[config.mk]
export PLATFORM = sky130hd
export DESIGN_NAME = pa_top
export DESIGN_NICKNAME = d
export VERILOG_FILES = /design/src/hdl/pa_pkg.sv /design/src/hdl/pa_stage_if.sv /design/src/hdl/pa_regs.sv /design/src/hdl/pa_fetch.sv /design/src/hdl/pa_alu.sv /design/src/hdl/pa_result.sv /design/src/hdl/pa_top.sv
export SDC_FILE = /design/constraint.sdc
export NUM_CORES = 1
export LEC_CHECK = 0
export BUFFER_PORTS_ARGS = -buffer_cell sky130_fd_sc_hd__buf_2
export CORE_ASPECT_RATIO = 0.75
export CORE_MARGIN = 1
export CORE_UTILIZATION = 53
export DETAILED_ROUTE_END_ITERATION = 12
export PLACE_DENSITY = 0.84
export SLEW_MARGIN = 20
export SYNTH_ARGS = -nofsm -noshare
export SYNTH_HDL_FRONTEND = slang
export SYNTH_SLANG_ARGS = --single-unit
[constraint.sdc]
create_clock -name clk -period 4.2 [get_ports clk]
set_input_delay 0.21 -clock clk [delete_from_list [all_inputs] [get_ports clk]]
set_output_delay 0.21 -clock clk [all_outputs]
set_load 0.005 [all_outputs]
[src/hdl/pa_pkg.sv]
/*
	Shared types for the P-A arithmetic pipeline.
	Words are numbered with bit 0 as the most significant bit.
	Modules refer to these definitions by scoped names.
*/

package pa_pkg;

	// data word, bit 0 is the MSB
	typedef logic [0:15] pa_word_t;

	// result flags in order zero, sign, carry, overflow
	typedef logic [0:3] pa_flags_t;

	// ALU function select
	typedef enum logic [3:0] {
		op_pass_a  = 4'd0,
		op_pass_ac = 4'd1,
		op_add     = 4'd2,
		op_sub     = 4'd3,
		op_and     = 4'd4,
		op_or      = 4'd5,
		op_xor     = 4'd6,
		op_inc     = 4'd7,
		op_dec     = 4'd8
	} pa_op_t;

	// A operand select
	typedef enum logic [1:0] {
		src_lit = 2'd0,
		src_ic  = 2'd1,
		src_ar  = 2'd2,
		src_at  = 2'd3
	} pa_src_t;

	// write-back destination
	typedef enum logic [2:0] {
		dst_none = 3'd0,
		dst_ac   = 3'd1,
		dst_ar   = 3'd2,
		dst_ic   = 3'd3,
		dst_at   = 3'd4
	} pa_dst_t;

	// true when the function takes AC as its B operand
	function automatic logic uses_ac(input pa_op_t op);
		logic reads;
		case (op)
			op_pass_a,
			op_inc,
			op_dec:  reads = 1'b0;
			default: reads = 1'b1;
		endcase
		return reads;
	endfunction

endpackage

[src/hdl/pa_stage_if.sv]
/*
	Handshaked link between two pipeline stages.
	The sender uses the up modport, the receiver the down modport.
	A beat moves on a clock edge with valid and ready both high.
*/

interface pa_stage_if;

	logic valid;
	logic ready;

	pa_pkg::pa_op_t   op;
	pa_pkg::pa_dst_t  dst;
	pa_pkg::pa_word_t lit;

	// operand words, reused for result payload on the last link
	pa_pkg::pa_word_t opa;
	pa_pkg::pa_word_t opb;

	modport up (
		output valid,
		output op,
		output dst,
		output lit,
		output opa,
		output opb,
		input  ready
	);

	modport down (
		input  valid,
		input  op,
		input  dst,
		input  lit,
		input  opa,
		input  opb,
		output ready
	);

endinterface

[src/hdl/pa_regs.sv]
/*
	Architectural registers AC, AR, IC and AT.
	One write port from the result stage, reads are combinational.
	All four registers clear on reset.
*/

module pa_regs (
	input  logic              clk,
	input  logic              rst,
	input  logic              wr_en,
	input  pa_pkg::pa_dst_t   wr_dst,
	input  pa_pkg::pa_word_t  wr_data,
	output pa_pkg::pa_word_t  ac,
	output pa_pkg::pa_word_t  ar,
	output pa_pkg::pa_word_t  ic,
	output pa_pkg::pa_word_t  at
);

	pa_pkg::pa_word_t reg_ac;
	pa_pkg::pa_word_t reg_ar;
	pa_pkg::pa_word_t reg_ic;
	pa_pkg::pa_word_t reg_at;

	always_ff @(posedge clk) begin
		if (rst) begin
			reg_ac <= '0;
			reg_ar <= '0;
			reg_ic <= '0;
			reg_at <= '0;
		end else if (wr_en) begin
			case (wr_dst)
				pa_pkg::dst_ac: reg_ac <= wr_data;
				pa_pkg::dst_ar: reg_ar <= wr_data;
				pa_pkg::dst_ic: reg_ic <= wr_data;
				pa_pkg::dst_at: reg_at <= wr_data;
				default: ;
			endcase
		end
	end

	assign ac = reg_ac;
	assign ar = reg_ar;
	assign ic = reg_ic;
	assign at = reg_at;

	// result stage only raises a write for a real destination
	a_wr_dst: assert property (
		@(posedge clk) disable iff (rst)
		wr_en |-> wr_dst != pa_pkg::dst_none
	);

endmodule

[src/hdl/pa_fetch.sv]
/*
	Input stage of the pipeline.
	Holds one micro-operation, reads its operands from the register block
	as it moves on, and stalls behind an ALU occupant it depends on.
*/

module pa_fetch (
	input  logic              clk,
	input  logic              rst,
	input  logic              in_valid,
	output logic              in_ready,
	input  pa_pkg::pa_op_t    in_op,
	input  pa_pkg::pa_src_t   in_src,
	input  pa_pkg::pa_dst_t   in_dst,
	input  pa_pkg::pa_word_t  in_lit,
	input  pa_pkg::pa_word_t  ac,
	input  pa_pkg::pa_word_t  ar,
	input  pa_pkg::pa_word_t  ic,
	input  pa_pkg::pa_word_t  at,
	pa_stage_if.up            fetch_to_alu,
	input  pa_pkg::pa_dst_t   alu_dst,
	input  logic              alu_busy
);

	logic             f_valid;
	pa_pkg::pa_op_t   f_op;
	pa_pkg::pa_src_t  f_src;
	pa_pkg::pa_dst_t  f_dst;
	pa_pkg::pa_word_t f_lit;

	pa_pkg::pa_dst_t  src_reg;
	logic             hazard;
	logic             move;

	// register named by the A source, none for a literal
	always_comb begin
		case (f_src)
			pa_pkg::src_ic: src_reg = pa_pkg::dst_ic;
			pa_pkg::src_ar: src_reg = pa_pkg::dst_ar;
			pa_pkg::src_at: src_reg = pa_pkg::dst_at;
			default:        src_reg = pa_pkg::dst_none;
		endcase
	end

	// ALU occupant writes something we are about to read
	assign hazard = alu_busy && alu_dst != pa_pkg::dst_none &&
		(alu_dst == src_reg ||
		(alu_dst == pa_pkg::dst_ac && pa_pkg::uses_ac(f_op)));

	assign fetch_to_alu.valid = f_valid && !hazard;
	assign fetch_to_alu.op    = f_op;
	assign fetch_to_alu.dst   = f_dst;
	assign fetch_to_alu.lit   = f_lit;
	assign fetch_to_alu.opb   = ac;

	always_comb begin
		case (f_src)
			pa_pkg::src_ic: fetch_to_alu.opa = ic;
			pa_pkg::src_ar: fetch_to_alu.opa = ar;
			pa_pkg::src_at: fetch_to_alu.opa = at;
			default:        fetch_to_alu.opa = f_lit;
		endcase
	end

	assign move     = fetch_to_alu.valid && fetch_to_alu.ready;
	assign in_ready = !rst && (!f_valid || move);

	always_ff @(posedge clk) begin
		if (rst)
			f_valid <= 1'b0;
		else if (in_valid && in_ready)
			f_valid <= 1'b1;
		else if (move)
			f_valid <= 1'b0;
	end

	always_ff @(posedge clk) begin
		if (in_valid && in_ready) begin
			f_op  <= in_op;
			f_src <= in_src;
			f_dst <= in_dst;
			f_lit <= in_lit;
		end
	end

	// a held micro-op must not change under interlock or back-pressure
	a_hold: assert property (
		@(posedge clk) disable iff (rst)
		f_valid && !move |=> f_valid && $stable({f_op, f_src, f_dst, f_lit})
	);

endmodule

[src/hdl/pa_alu.sv]
/*
	ALU stage of the pipeline.
	Computes the function of the A operand and AC with one shared adder,
	then registers the result, flags and destination for the output stage.
*/

module pa_alu (
	input  logic             clk,
	input  logic             rst,
	pa_stage_if.down         fetch_to_alu,
	pa_stage_if.up           alu_to_res,
	output pa_pkg::pa_dst_t  alu_dst,
	output logic             alu_busy
);

	logic              a_valid;
	pa_pkg::pa_word_t  a_res;
	pa_pkg::pa_flags_t a_flags;
	pa_pkg::pa_dst_t   a_dst;

	pa_pkg::pa_word_t  opa;
	pa_pkg::pa_word_t  b_eff;
	pa_pkg::pa_word_t  add_b;
	logic              add_cin;
	logic [0:16]       sum;
	pa_pkg::pa_word_t  res;
	logic              carry;
	logic              ovf;
	logic              arith;

	assign opa = fetch_to_alu.opa;

	// inc and dec see zero in place of AC
	assign b_eff   = pa_pkg::uses_ac(fetch_to_alu.op) ? fetch_to_alu.opb : '0;
	assign add_b   = (fetch_to_alu.op == pa_pkg::op_sub ||
		fetch_to_alu.op == pa_pkg::op_dec) ? ~b_eff : b_eff;
	assign add_cin = fetch_to_alu.op == pa_pkg::op_sub ||
		fetch_to_alu.op == pa_pkg::op_inc;
	assign sum     = {1'b0, opa} + {1'b0, add_b} + {16'd0, add_cin};

	always_comb begin
		arith = 1'b0;
		case (fetch_to_alu.op)
			pa_pkg::op_pass_a:  res = opa;
			pa_pkg::op_pass_ac: res = fetch_to_alu.opb;
			pa_pkg::op_and:     res = opa & fetch_to_alu.opb;
			pa_pkg::op_or:      res = opa | fetch_to_alu.opb;
			pa_pkg::op_xor:     res = opa ^ fetch_to_alu.opb;
			default: begin
				res   = sum[1:16];
				arith = 1'b1;
			end
		endcase
	end

	// carry out is the extra top bit, overflow on same-sign inputs
	assign carry = arith && sum[0];
	assign ovf   = arith && (opa[0] == add_b[0]) && (res[0] != opa[0]);

	assign fetch_to_alu.ready = !a_valid || alu_to_res.ready;

	always_ff @(posedge clk) begin
		if (rst)
			a_valid <= 1'b0;
		else if (fetch_to_alu.ready)
			a_valid <= fetch_to_alu.valid;
	end

	always_ff @(posedge clk) begin
		if (fetch_to_alu.valid && fetch_to_alu.ready) begin
			a_res   <= res;
			a_flags <= {res == '0, res[0], carry, ovf};
			a_dst   <= fetch_to_alu.dst;
		end
	end

	// result word travels as the literal, flags in the low bits of opa
	assign alu_to_res.valid = a_valid;
	assign alu_to_res.op    = pa_pkg::op_pass_a;
	assign alu_to_res.dst   = a_dst;
	assign alu_to_res.lit   = a_res;
	assign alu_to_res.opa   = {12'd0, a_flags};
	assign alu_to_res.opb   = '0;

	assign alu_dst  = a_dst;
	assign alu_busy = a_valid;

endmodule

[src/hdl/pa_result.sv]
/*
	Output stage of the pipeline.
	Registers the result word, flags and destination toward the consumer
	and writes the destination register as a micro-op enters.
*/

module pa_result (
	input  logic              clk,
	input  logic              rst,
	pa_stage_if.down          alu_to_res,
	output logic              out_valid,
	input  logic              out_ready,
	output pa_pkg::pa_word_t  out_result,
	output pa_pkg::pa_flags_t out_flags,
	output pa_pkg::pa_dst_t   out_dst,
	output logic              wr_en,
	output pa_pkg::pa_dst_t   wr_dst,
	output pa_pkg::pa_word_t  wr_data
);

	logic              r_valid;
	pa_pkg::pa_word_t  r_result;
	pa_pkg::pa_flags_t r_flags;
	pa_pkg::pa_dst_t   r_dst;
	logic              accept;

	assign alu_to_res.ready = !r_valid || out_ready;
	assign accept = alu_to_res.valid && alu_to_res.ready;

	// write lands on the same edge the micro-op moves in
	assign wr_en   = accept && alu_to_res.dst != pa_pkg::dst_none;
	assign wr_dst  = alu_to_res.dst;
	assign wr_data = alu_to_res.lit;

	always_ff @(posedge clk) begin
		if (rst)
			r_valid <= 1'b0;
		else if (alu_to_res.ready)
			r_valid <= alu_to_res.valid;
	end

	always_ff @(posedge clk) begin
		if (accept) begin
			r_result <= alu_to_res.lit;
			r_flags  <= alu_to_res.opa[12:15];
			r_dst    <= alu_to_res.dst;
		end
	end

	assign out_valid  = r_valid;
	assign out_result = r_result;
	assign out_flags  = r_flags;
	assign out_dst    = r_dst;

	// a stalled beat keeps its word until the consumer takes it
	a_out_stable: assert property (
		@(posedge clk) disable iff (rst)
		out_valid && !out_ready |=> out_valid && $stable(out_result)
	);

endmodule

[src/hdl/pa_top.sv]
/*
	Top level of the P-A arithmetic pipeline.
	Micro-ops enter on the in_ port and results leave on the out_ port,
	both with a valid/ready handshake.
*/

module pa_top (
	input  logic              clk,
	input  logic              rst,
	input  logic              in_valid,
	output logic              in_ready,
	input  pa_pkg::pa_op_t    in_op,
	input  pa_pkg::pa_src_t   in_src,
	input  pa_pkg::pa_dst_t   in_dst,
	input  pa_pkg::pa_word_t  in_lit,
	output logic              out_valid,
	input  logic              out_ready,
	output pa_pkg::pa_word_t  out_result,
	output pa_pkg::pa_flags_t out_flags,
	output pa_pkg::pa_dst_t   out_dst
);

	pa_pkg::pa_word_t ac;
	pa_pkg::pa_word_t ar;
	pa_pkg::pa_word_t ic;
	pa_pkg::pa_word_t at;

	logic             wr_en;
	pa_pkg::pa_dst_t  wr_dst;
	pa_pkg::pa_word_t wr_data;

	pa_pkg::pa_dst_t  alu_dst;
	logic             alu_busy;

	pa_stage_if fetch_to_alu ();
	pa_stage_if alu_to_res ();

	pa_regs regs_inst (
		.clk, .rst, .wr_en, .wr_dst, .wr_data,
		.ac, .ar, .ic, .at
	);

	pa_fetch fetch_inst (
		.clk, .rst, .in_valid, .in_ready, .in_op, .in_src, .in_dst, .in_lit,
		.ac, .ar, .ic, .at, .fetch_to_alu, .alu_dst, .alu_busy
	);

	pa_alu alu_inst (
		.clk, .rst, .fetch_to_alu, .alu_to_res, .alu_dst, .alu_busy
	);

	pa_result result_inst (
		.clk, .rst, .alu_to_res, .out_valid, .out_ready,
		.out_result, .out_flags, .out_dst, .wr_en, .wr_dst, .wr_data
	);

endmodule

* Word level (Yosys, flattened, before mapping)
Cells that the tools add are included.
Word-level totals: bits in registers 138, bits of input ports 29, output and inout port bits 25, word-level logic and storage cells 82
Cells by class: add/sub/neg operators 2, eq/ne operators 17, muxes and demuxes 9, bitwise operators 4, reduce and logical (&&, ||, !) cells 33
Operators with widths (count):
- $pmux W16 S5 | 1
- $pmux W16 S3 | 1
- $mux W16 | 2
- $add A16 B16 Y17 | 1
- $add A17 B1 Y17 | 1
- $and A16 B16 Y16 | 1
- $eq A4 B3 Y1 const B | 4
- $logic_not A16 Y1 | 1
- $not A16 Y16 | 1
- $or A16 B16 Y16 | 1
- $xor A16 B16 Y16 | 1
- $logic_and A1 B1 Y1 | 12
- $pmux W3 S3 | 1
- $reduce_and A2 Y1 | 4
- $eq A3 B2 Y1 const B | 2
- $logic_or A1 B1 Y1 | 6
- $logic_not A1 Y1 | 5
- $reduce_or A5 Y1 | 1
- $eq A2 B2 Y1 const B | 2
- $eq A4 B1 Y1 const B | 1
- $eq A4 B2 Y1 const B | 1
- $eq A4 B4 Y1 const B | 1
- $logic_not A4 Y1 | 1
- $mux W1 | 4
- other kinds (9) | 9

* Depth between registers and ports, before layout
depth in word-level cells 13, gate-level depth with buffers 18, depth with buffers taken out 16

* By module
Synthesis repeated with hierarchy kept, for this count alone.
Second synthesis, totals: cell total of the unflattened synthesis 775, area, all modules 8251.7 um^2
By module, submodules not included:
- pa_alu | instances 1, cells an instance 371, area each 3251.9 um^2, seq. area each 680.7 um^2
- pa_regs | instances 1, cells an instance 230, area each 2590.0 um^2, seq. area each 1281.2 um^2
- pa_fetch | instances 1, cells an instance 126, area each 1517.7 um^2, seq. area each 770.7 um^2
- pa_result | instances 1, cells an instance 48, area each 892.1 um^2, seq. area each 710.7 um^2

* Least setup slack after synthesis
Ideal clock, no wire load.
path kind register to register, from reg fetch_inst.f_op[1], in the netlist fetch_inst.fetch_to_alu.op[1], to reg alu_inst.a_flags[3], data pin, setup time 0.139 ns, arrival time 3.898 ns, required time 4.061 ns, slack 0.164 ns, stages on the path, launching flop included 19, buffers on the path 3, clock period less this slack 4.036 ns, cell sequence edfxtp_1 > buf_2 > buf_2 > and3_1 > a21oi_1 > nor2_1 > buf_4 > xnor2_1 > fa_1 > inv_1 > fa_1 > nand2b_1 > a21oi_2 > o211ai_2 > a21oi_1 > o22a_1 > o211ai_1 > or3_1 > nor2_1
On the way: word-level cells in the longest chain between the ends 9, elaborated cells between the ends (all ways) 18, those cells by class add/sub: 2; eq/ne: 7; mux: 3; bitwise: 1; reduce/logical: 5
Ends and longest elaborated chain:
- start, declared | RTL line pa_fetch.sv:26 | pa_pkg::pa_op_t f_op;
- start signal, assigned | RTL line pa_fetch.sv:79 | f_op <= in_op;
- $eq A4 B3 Y1, or another cell as far along | RTL line pa_pkg.sv:48, pa_alu.sv:38
- $reduce_or A3 Y1 | RTL line pa_pkg.sv:48 | case (op)
- $mux W16 | RTL line pa_alu.sv:34 | assign b_eff = pa_pkg::uses_ac(fetch_to_alu.op) ? fetch_to_alu.opb : '0;
- $not A16 Y16 | RTL line pa_alu.sv:36 | fetch_to_alu.op == pa_pkg::op_dec) ? ~b_eff : b_eff;
- $mux W16 | RTL line pa_alu.sv:36
- $add A16 B16 Y17 | RTL line pa_alu.sv:39 | assign sum = {1'b0, opa} + {1'b0, add_b} + {16'd0, add_cin};
- $add A17 B1 Y17 | RTL line pa_alu.sv:39
- $pmux W16 S5 (*) | RTL line pa_alu.sv:43 | case (fetch_to_alu.op)
- net alu_inst.res[14] | RTL line pa_alu.sv:26 | pa_pkg::pa_word_t res;
- $logic_not A16 Y1 (*) | RTL line pa_alu.sv:72 | a_flags <= {res == '0, res[0], carry, ovf};
- end signal, assigned | RTL line pa_alu.sv:72
- end, declared | RTL line pa_alu.sv:18 | pa_pkg::pa_flags_t a_flags;
Mark *: on every way through the listed nets, which the timed path passes. The rest lies on a longest branch. A chain may end at the register's enable or synchronous reset.

* Worst setup path in the final report
from reg fetch_inst.f_src[1], to reg alu_inst.a_flags[3], data pin
On the way: word-level cells in the longest chain between the ends 6, elaborated cells between the ends (all ways) 11, those cells by class add/sub: 2; eq/ne: 3; mux: 2; bitwise: 3; reduce/logical: 1
Ends and longest elaborated chain:
- start, declared | RTL line pa_fetch.sv:27 | pa_pkg::pa_src_t f_src;
- start signal, assigned | RTL line pa_fetch.sv:80 | f_src <= in_src;
- $eq A2 B2 Y1 / $eq A2 B1 Y1 (equally long branches) | RTL line pa_fetch.sv:57 | case (f_src)
- $pmux W16 S3 (*) | RTL line pa_fetch.sv:57
- $add A16 B16 Y17 | RTL line pa_alu.sv:39
- $add A17 B1 Y17 | RTL line pa_alu.sv:39
- $pmux W16 S5 (*) | RTL line pa_alu.sv:43
- net alu_inst.res[8] | RTL line pa_alu.sv:26
- $logic_not A16 Y1 (*) | RTL line pa_alu.sv:72
Marks and branches as above.

==> impl_metrics.tcl <==
set metrics [dict create \
    outcome "completed" \
    pwr-share-comb 0.099 \
    numCtsBuffers 17 \
    holdPathEnd "fetch_inst.f_src[0]$_DFFE_PP_" \
    ys_ff_latch 136 \
    setup_viol 0 \
    layout.cells.non_filler 1032 \
    pre_cts_ws_ns 0.264 \
    min_path_type "primary input to flip-flop" \
    switchingPower_w 0.000850 \
    grt_usage 0.285 \
    async_flop_share 0 \
    fp.dieW_um 140 \
    reg2reg_to "alu_inst.a_flags[3]$_DFFE_PP_" \
    critPathCaptureType "flip-flop" \
    path_cells "inv_1 -> ha_1 -> buf_4 -> a222oi_1 -> nand2_1 -> o21ai_0 -> inv_1 -> ha_2 -> nor2b_1 -> nor2b_1 -> o21ai_0 -> o2111a_1 -> o21ai_0 -> nor3_1 -> nand4_1 -> nor2_1" \
    io_pins 54 \
    tightest_slew_ns 0.912 \
    diodes 0 \
    intPower_w 0.00262 \
    synth_ff_type "edfxtp_1" \
    swShare 0.245 \
    numPortBuffers 53 \
    rr_startpoint "fetch_inst.f_src[1]$_DFFE_PP_" \
    grt_pass1_wl_um 31700 \
    area_growth_syn_to_layout_pct 19.0 \
    dieArea_mm2 0.0148 \
    grt_max_degree 69 \
    gp_congestion 0.979 \
    finalMaxSlewViolations 0 \
    avgSynthCellArea_um2 9.96 \
    drtIter0Drc 855 \
    met2_length_um 8610 \
    layout_common_cells "90 x nor2_1, 69 x edfxtp_1, 67 x dfxtp_1" \
    startpoint_type "flip-flop" \
    die_y_um 105 \
    fin_crit_sh 0.965 \
    synth_warnings 0 \
    clockPowerShare 0.470 \
    cts_root_buffer "clkbuf_16" \
    clkSinkCount 136 \
    vias 6279 \
    cp.arrival_ns 4.33 \
    power.density_mw_per_mm2 386 \
    final_common_cell "nor2_1" \
    cpPeakStageDelay_ns 0.54 \
    reg2reg_slack_ns 0.15 \
    num_rows 37 \
    nNetsFinal 928 \
    syn_nets 843 \
    wl_met1_um 9040 \
    synth-seq-area-share 0.451 \
    clk_path_buf_depth 2 \
    r2r_cells 16 \
    layout-drive-gt1-share 0.167 \
    fin_area_mm2 0.00900 \
    cpMaxStageDelayCell "a222oi_1" \
    htreeDepth 4 \
    worstSkewPairLatency_ns 0.42 \
    skew_ns 0.0161 \
    hold_depth 1 \
    fmax_mhz 247 \
    synth_edf_count 69 \
    setup_tns_ns 0 \
    via_per_inst 6.08 \
    p_seq_frac 0.431 \
    leakagePower_nw 3.66 \
    grt-ovfl-total 0 \
    place_area_mm2 0.00803 \
    cpMostUsedCell "o21ai_0" \
    routed.top_layer "met4" \
    worst_hold_slack_ns 0.0113 \
    period_needed_ns 4.05 \
    postRouteWirelength_um 20500 \
    hpwl_um 14000 \
    ant_nets 0 \
    path_max_fanout 15 \
    crit_required_ns 4.48 \
    layout_setup_ws_ns 0.148 \
    path_class "flip-flop to flip-flop" \
    synthCells 759 \
    synthDistinctLibCells 68 \
    grt_antenna_before_repair 0 \
    dp_cells 971 \
    drv_cap 0 \
    route.met3.wl_um 2480 \
    slew_headroom 0.391 \
    hold_path.startpoint "in_src[0]" \
    final_hold_viol_count 0 \
    drc_errors 0 \
    clk_pin_slew_worst_paths_ns 0.06 \
    initial_core_util 0.546 \
    dr.pass1.iters 6 \
    cts_tree "built" \
    syn_area_mm2 0.00756 \
    first_global_vias 5731 \
    core_mm2 0.0138 \
    wl_per_cell_um 19.8 \
    ir_drop_v 0.000289 \
]
==> through the flow <==
stage	power, W	util
6_report	0.00347	0.650
5_1_grt	0.00357	0.650
4_1_cts	0.00345	0.644
3_5_place_dp	0.00183	0.580
3_3_place_gp	0.00182	0.580
2_1_floorplan	0.00171	-
==> what timing repair did <==
| action | 4_1_cts | 5_1_grt |
|---|---|---|
| hold buffers | 23 | 0 |
| setup endpoints to repair | 0 | 3 |
| buffers inserted | 0 | 6 |
| resized for setup | 0 | 14 |
| endpoints found under the hold margin | 23 | 0 |
==> Yosys cell counts, drive strengths merged (3+ instances only) <==
cell type   n  area, um^2
a211oi      6        50.1
a21o        4        30.0
a21oi      60         315
a221oi      5        43.8
a222oi     17         170
a22oi       6        45.0
a2bb2oi     5        43.8
a32oi       3        26.3
and3        3        18.8
buf        24         170
clkbuf     21        78.8
dfxtp      67        1340
edfxtp     69        2070
ha         53         663
inv        44         165
mux2i      57         571
nand2      64         240
nand2b      8        50.1
nand3       7        35.0
nor2       90         338
nor2b      13        81.3
nor3       11        55.1
nor3b       3        22.5
nor4        3        25.0
o211ai      5        42.5
o21ai      21         105
o221ai      7        67.6
o22ai      11        68.8
o31ai       3        22.5
or2         3        18.8
or3         6        37.5
xnor2      23         201
==> worst max-delay path by stage <==
stage | end | startpoint | slack, ns | cells past startpoint
floorplan | alu_inst.a_flags[3]$_DFFE_PP_ | fetch_inst.fetch_to_alu.op[1]$_DFFE_PP_ | 0.16 | 18
global placement | alu_inst.a_flags[0]$_DFFE_PP_ | fetch_inst.f_src[0]$_DFFE_PP_ | 0.40 | 12
detailed placement | alu_inst.a_flags[3]$_DFFE_PP_ | fetch_inst.f_src[1]$_DFFE_PP_ | 0.26 | 15
CTS | alu_inst.a_flags[3]$_DFFE_PP_ | fetch_inst.fetch_to_alu.op[1]$_DFFE_PP_ | 0.22 | 15
global route | alu_inst.a_flags[3]$_DFFE_PP_ | fetch_inst.fetch_to_alu.op[3]$_DFFE_PP_ | -0.05 | 16
finish | alu_inst.a_flags[3]$_DFFE_PP_ | fetch_inst.f_src[1]$_DFFE_PP_ | 0.15 | 16
==> area by class of cell <==
type	instances	area (um^2)
clock inverters	11	154
repair buffers	111	766
well taps	175	219
clock buffers	21	493
flip-flops and latches	136	3410
inverters	44	165
multi-input cells	534	3790
fillers	1020	4840
==> power by group through the flow <==
stage | clock, W | combinational [W] | sequential, W
final | 0.00163 | 0.000343 | 0.00150
after global placement | 0 | 0.000302 | 0.00152
after global routing | 0.00169 | 0.000371 | 0.00150
after floorplan | 0 | 0.000211 | 0.00150
after detailed placement | 0 | 0.000306 | 0.00152
after CTS | 0.00163 | 0.000325 | 0.00150
==> worst max-delay path: cells and delay by family (launching register included) <==
kind / cells / cell delay (ns)
and+or+nand+nor: 6 / 1.01
AOI/OAI and AO/OA: 5 / 1.39
adders and majority gates: 2 / 0.62
DFF: 1 / 0.42
buffers and inverters: 3 / 0.46
==> sequential cells by signal, summed over array words and instances (netlist names), 15 cells and up <==
register                     cells
regs_inst.ic                    16
regs_inst.ar                    16
regs_inst.at                    16
alu_inst.alu_to_res.lit         15
result_inst.out_result          15
regs_inst.ac                    16
fetch_inst.fetch_to_alu.lit     16
==> cell families (layout without fill, tap and decap cells) <==
group / Yosys count / count (layout) / share of synthesized area
xor+xnor: 25 / 25 / 0.0290
simple gates: 224 / 224 / 0.136
compound gates: 171 / 171 / 0.157
mux: 59 / 59 / 0.0784
fa+ha+maj: 55 / 55 / 0.0930
buf+inv: 89 / 187 / 0.0548
flops: 136 / 136 / 0.451
==> per-layer routing <==
layer / track usage / vias up
met5: 0 / -
met2: 0.405 / 409
met1: 0.419 / 2917
li1: - / 2916
met3: 0.0813 / 37
met4: 0.0777 / 0
Power figures use the tool's default switching activity.
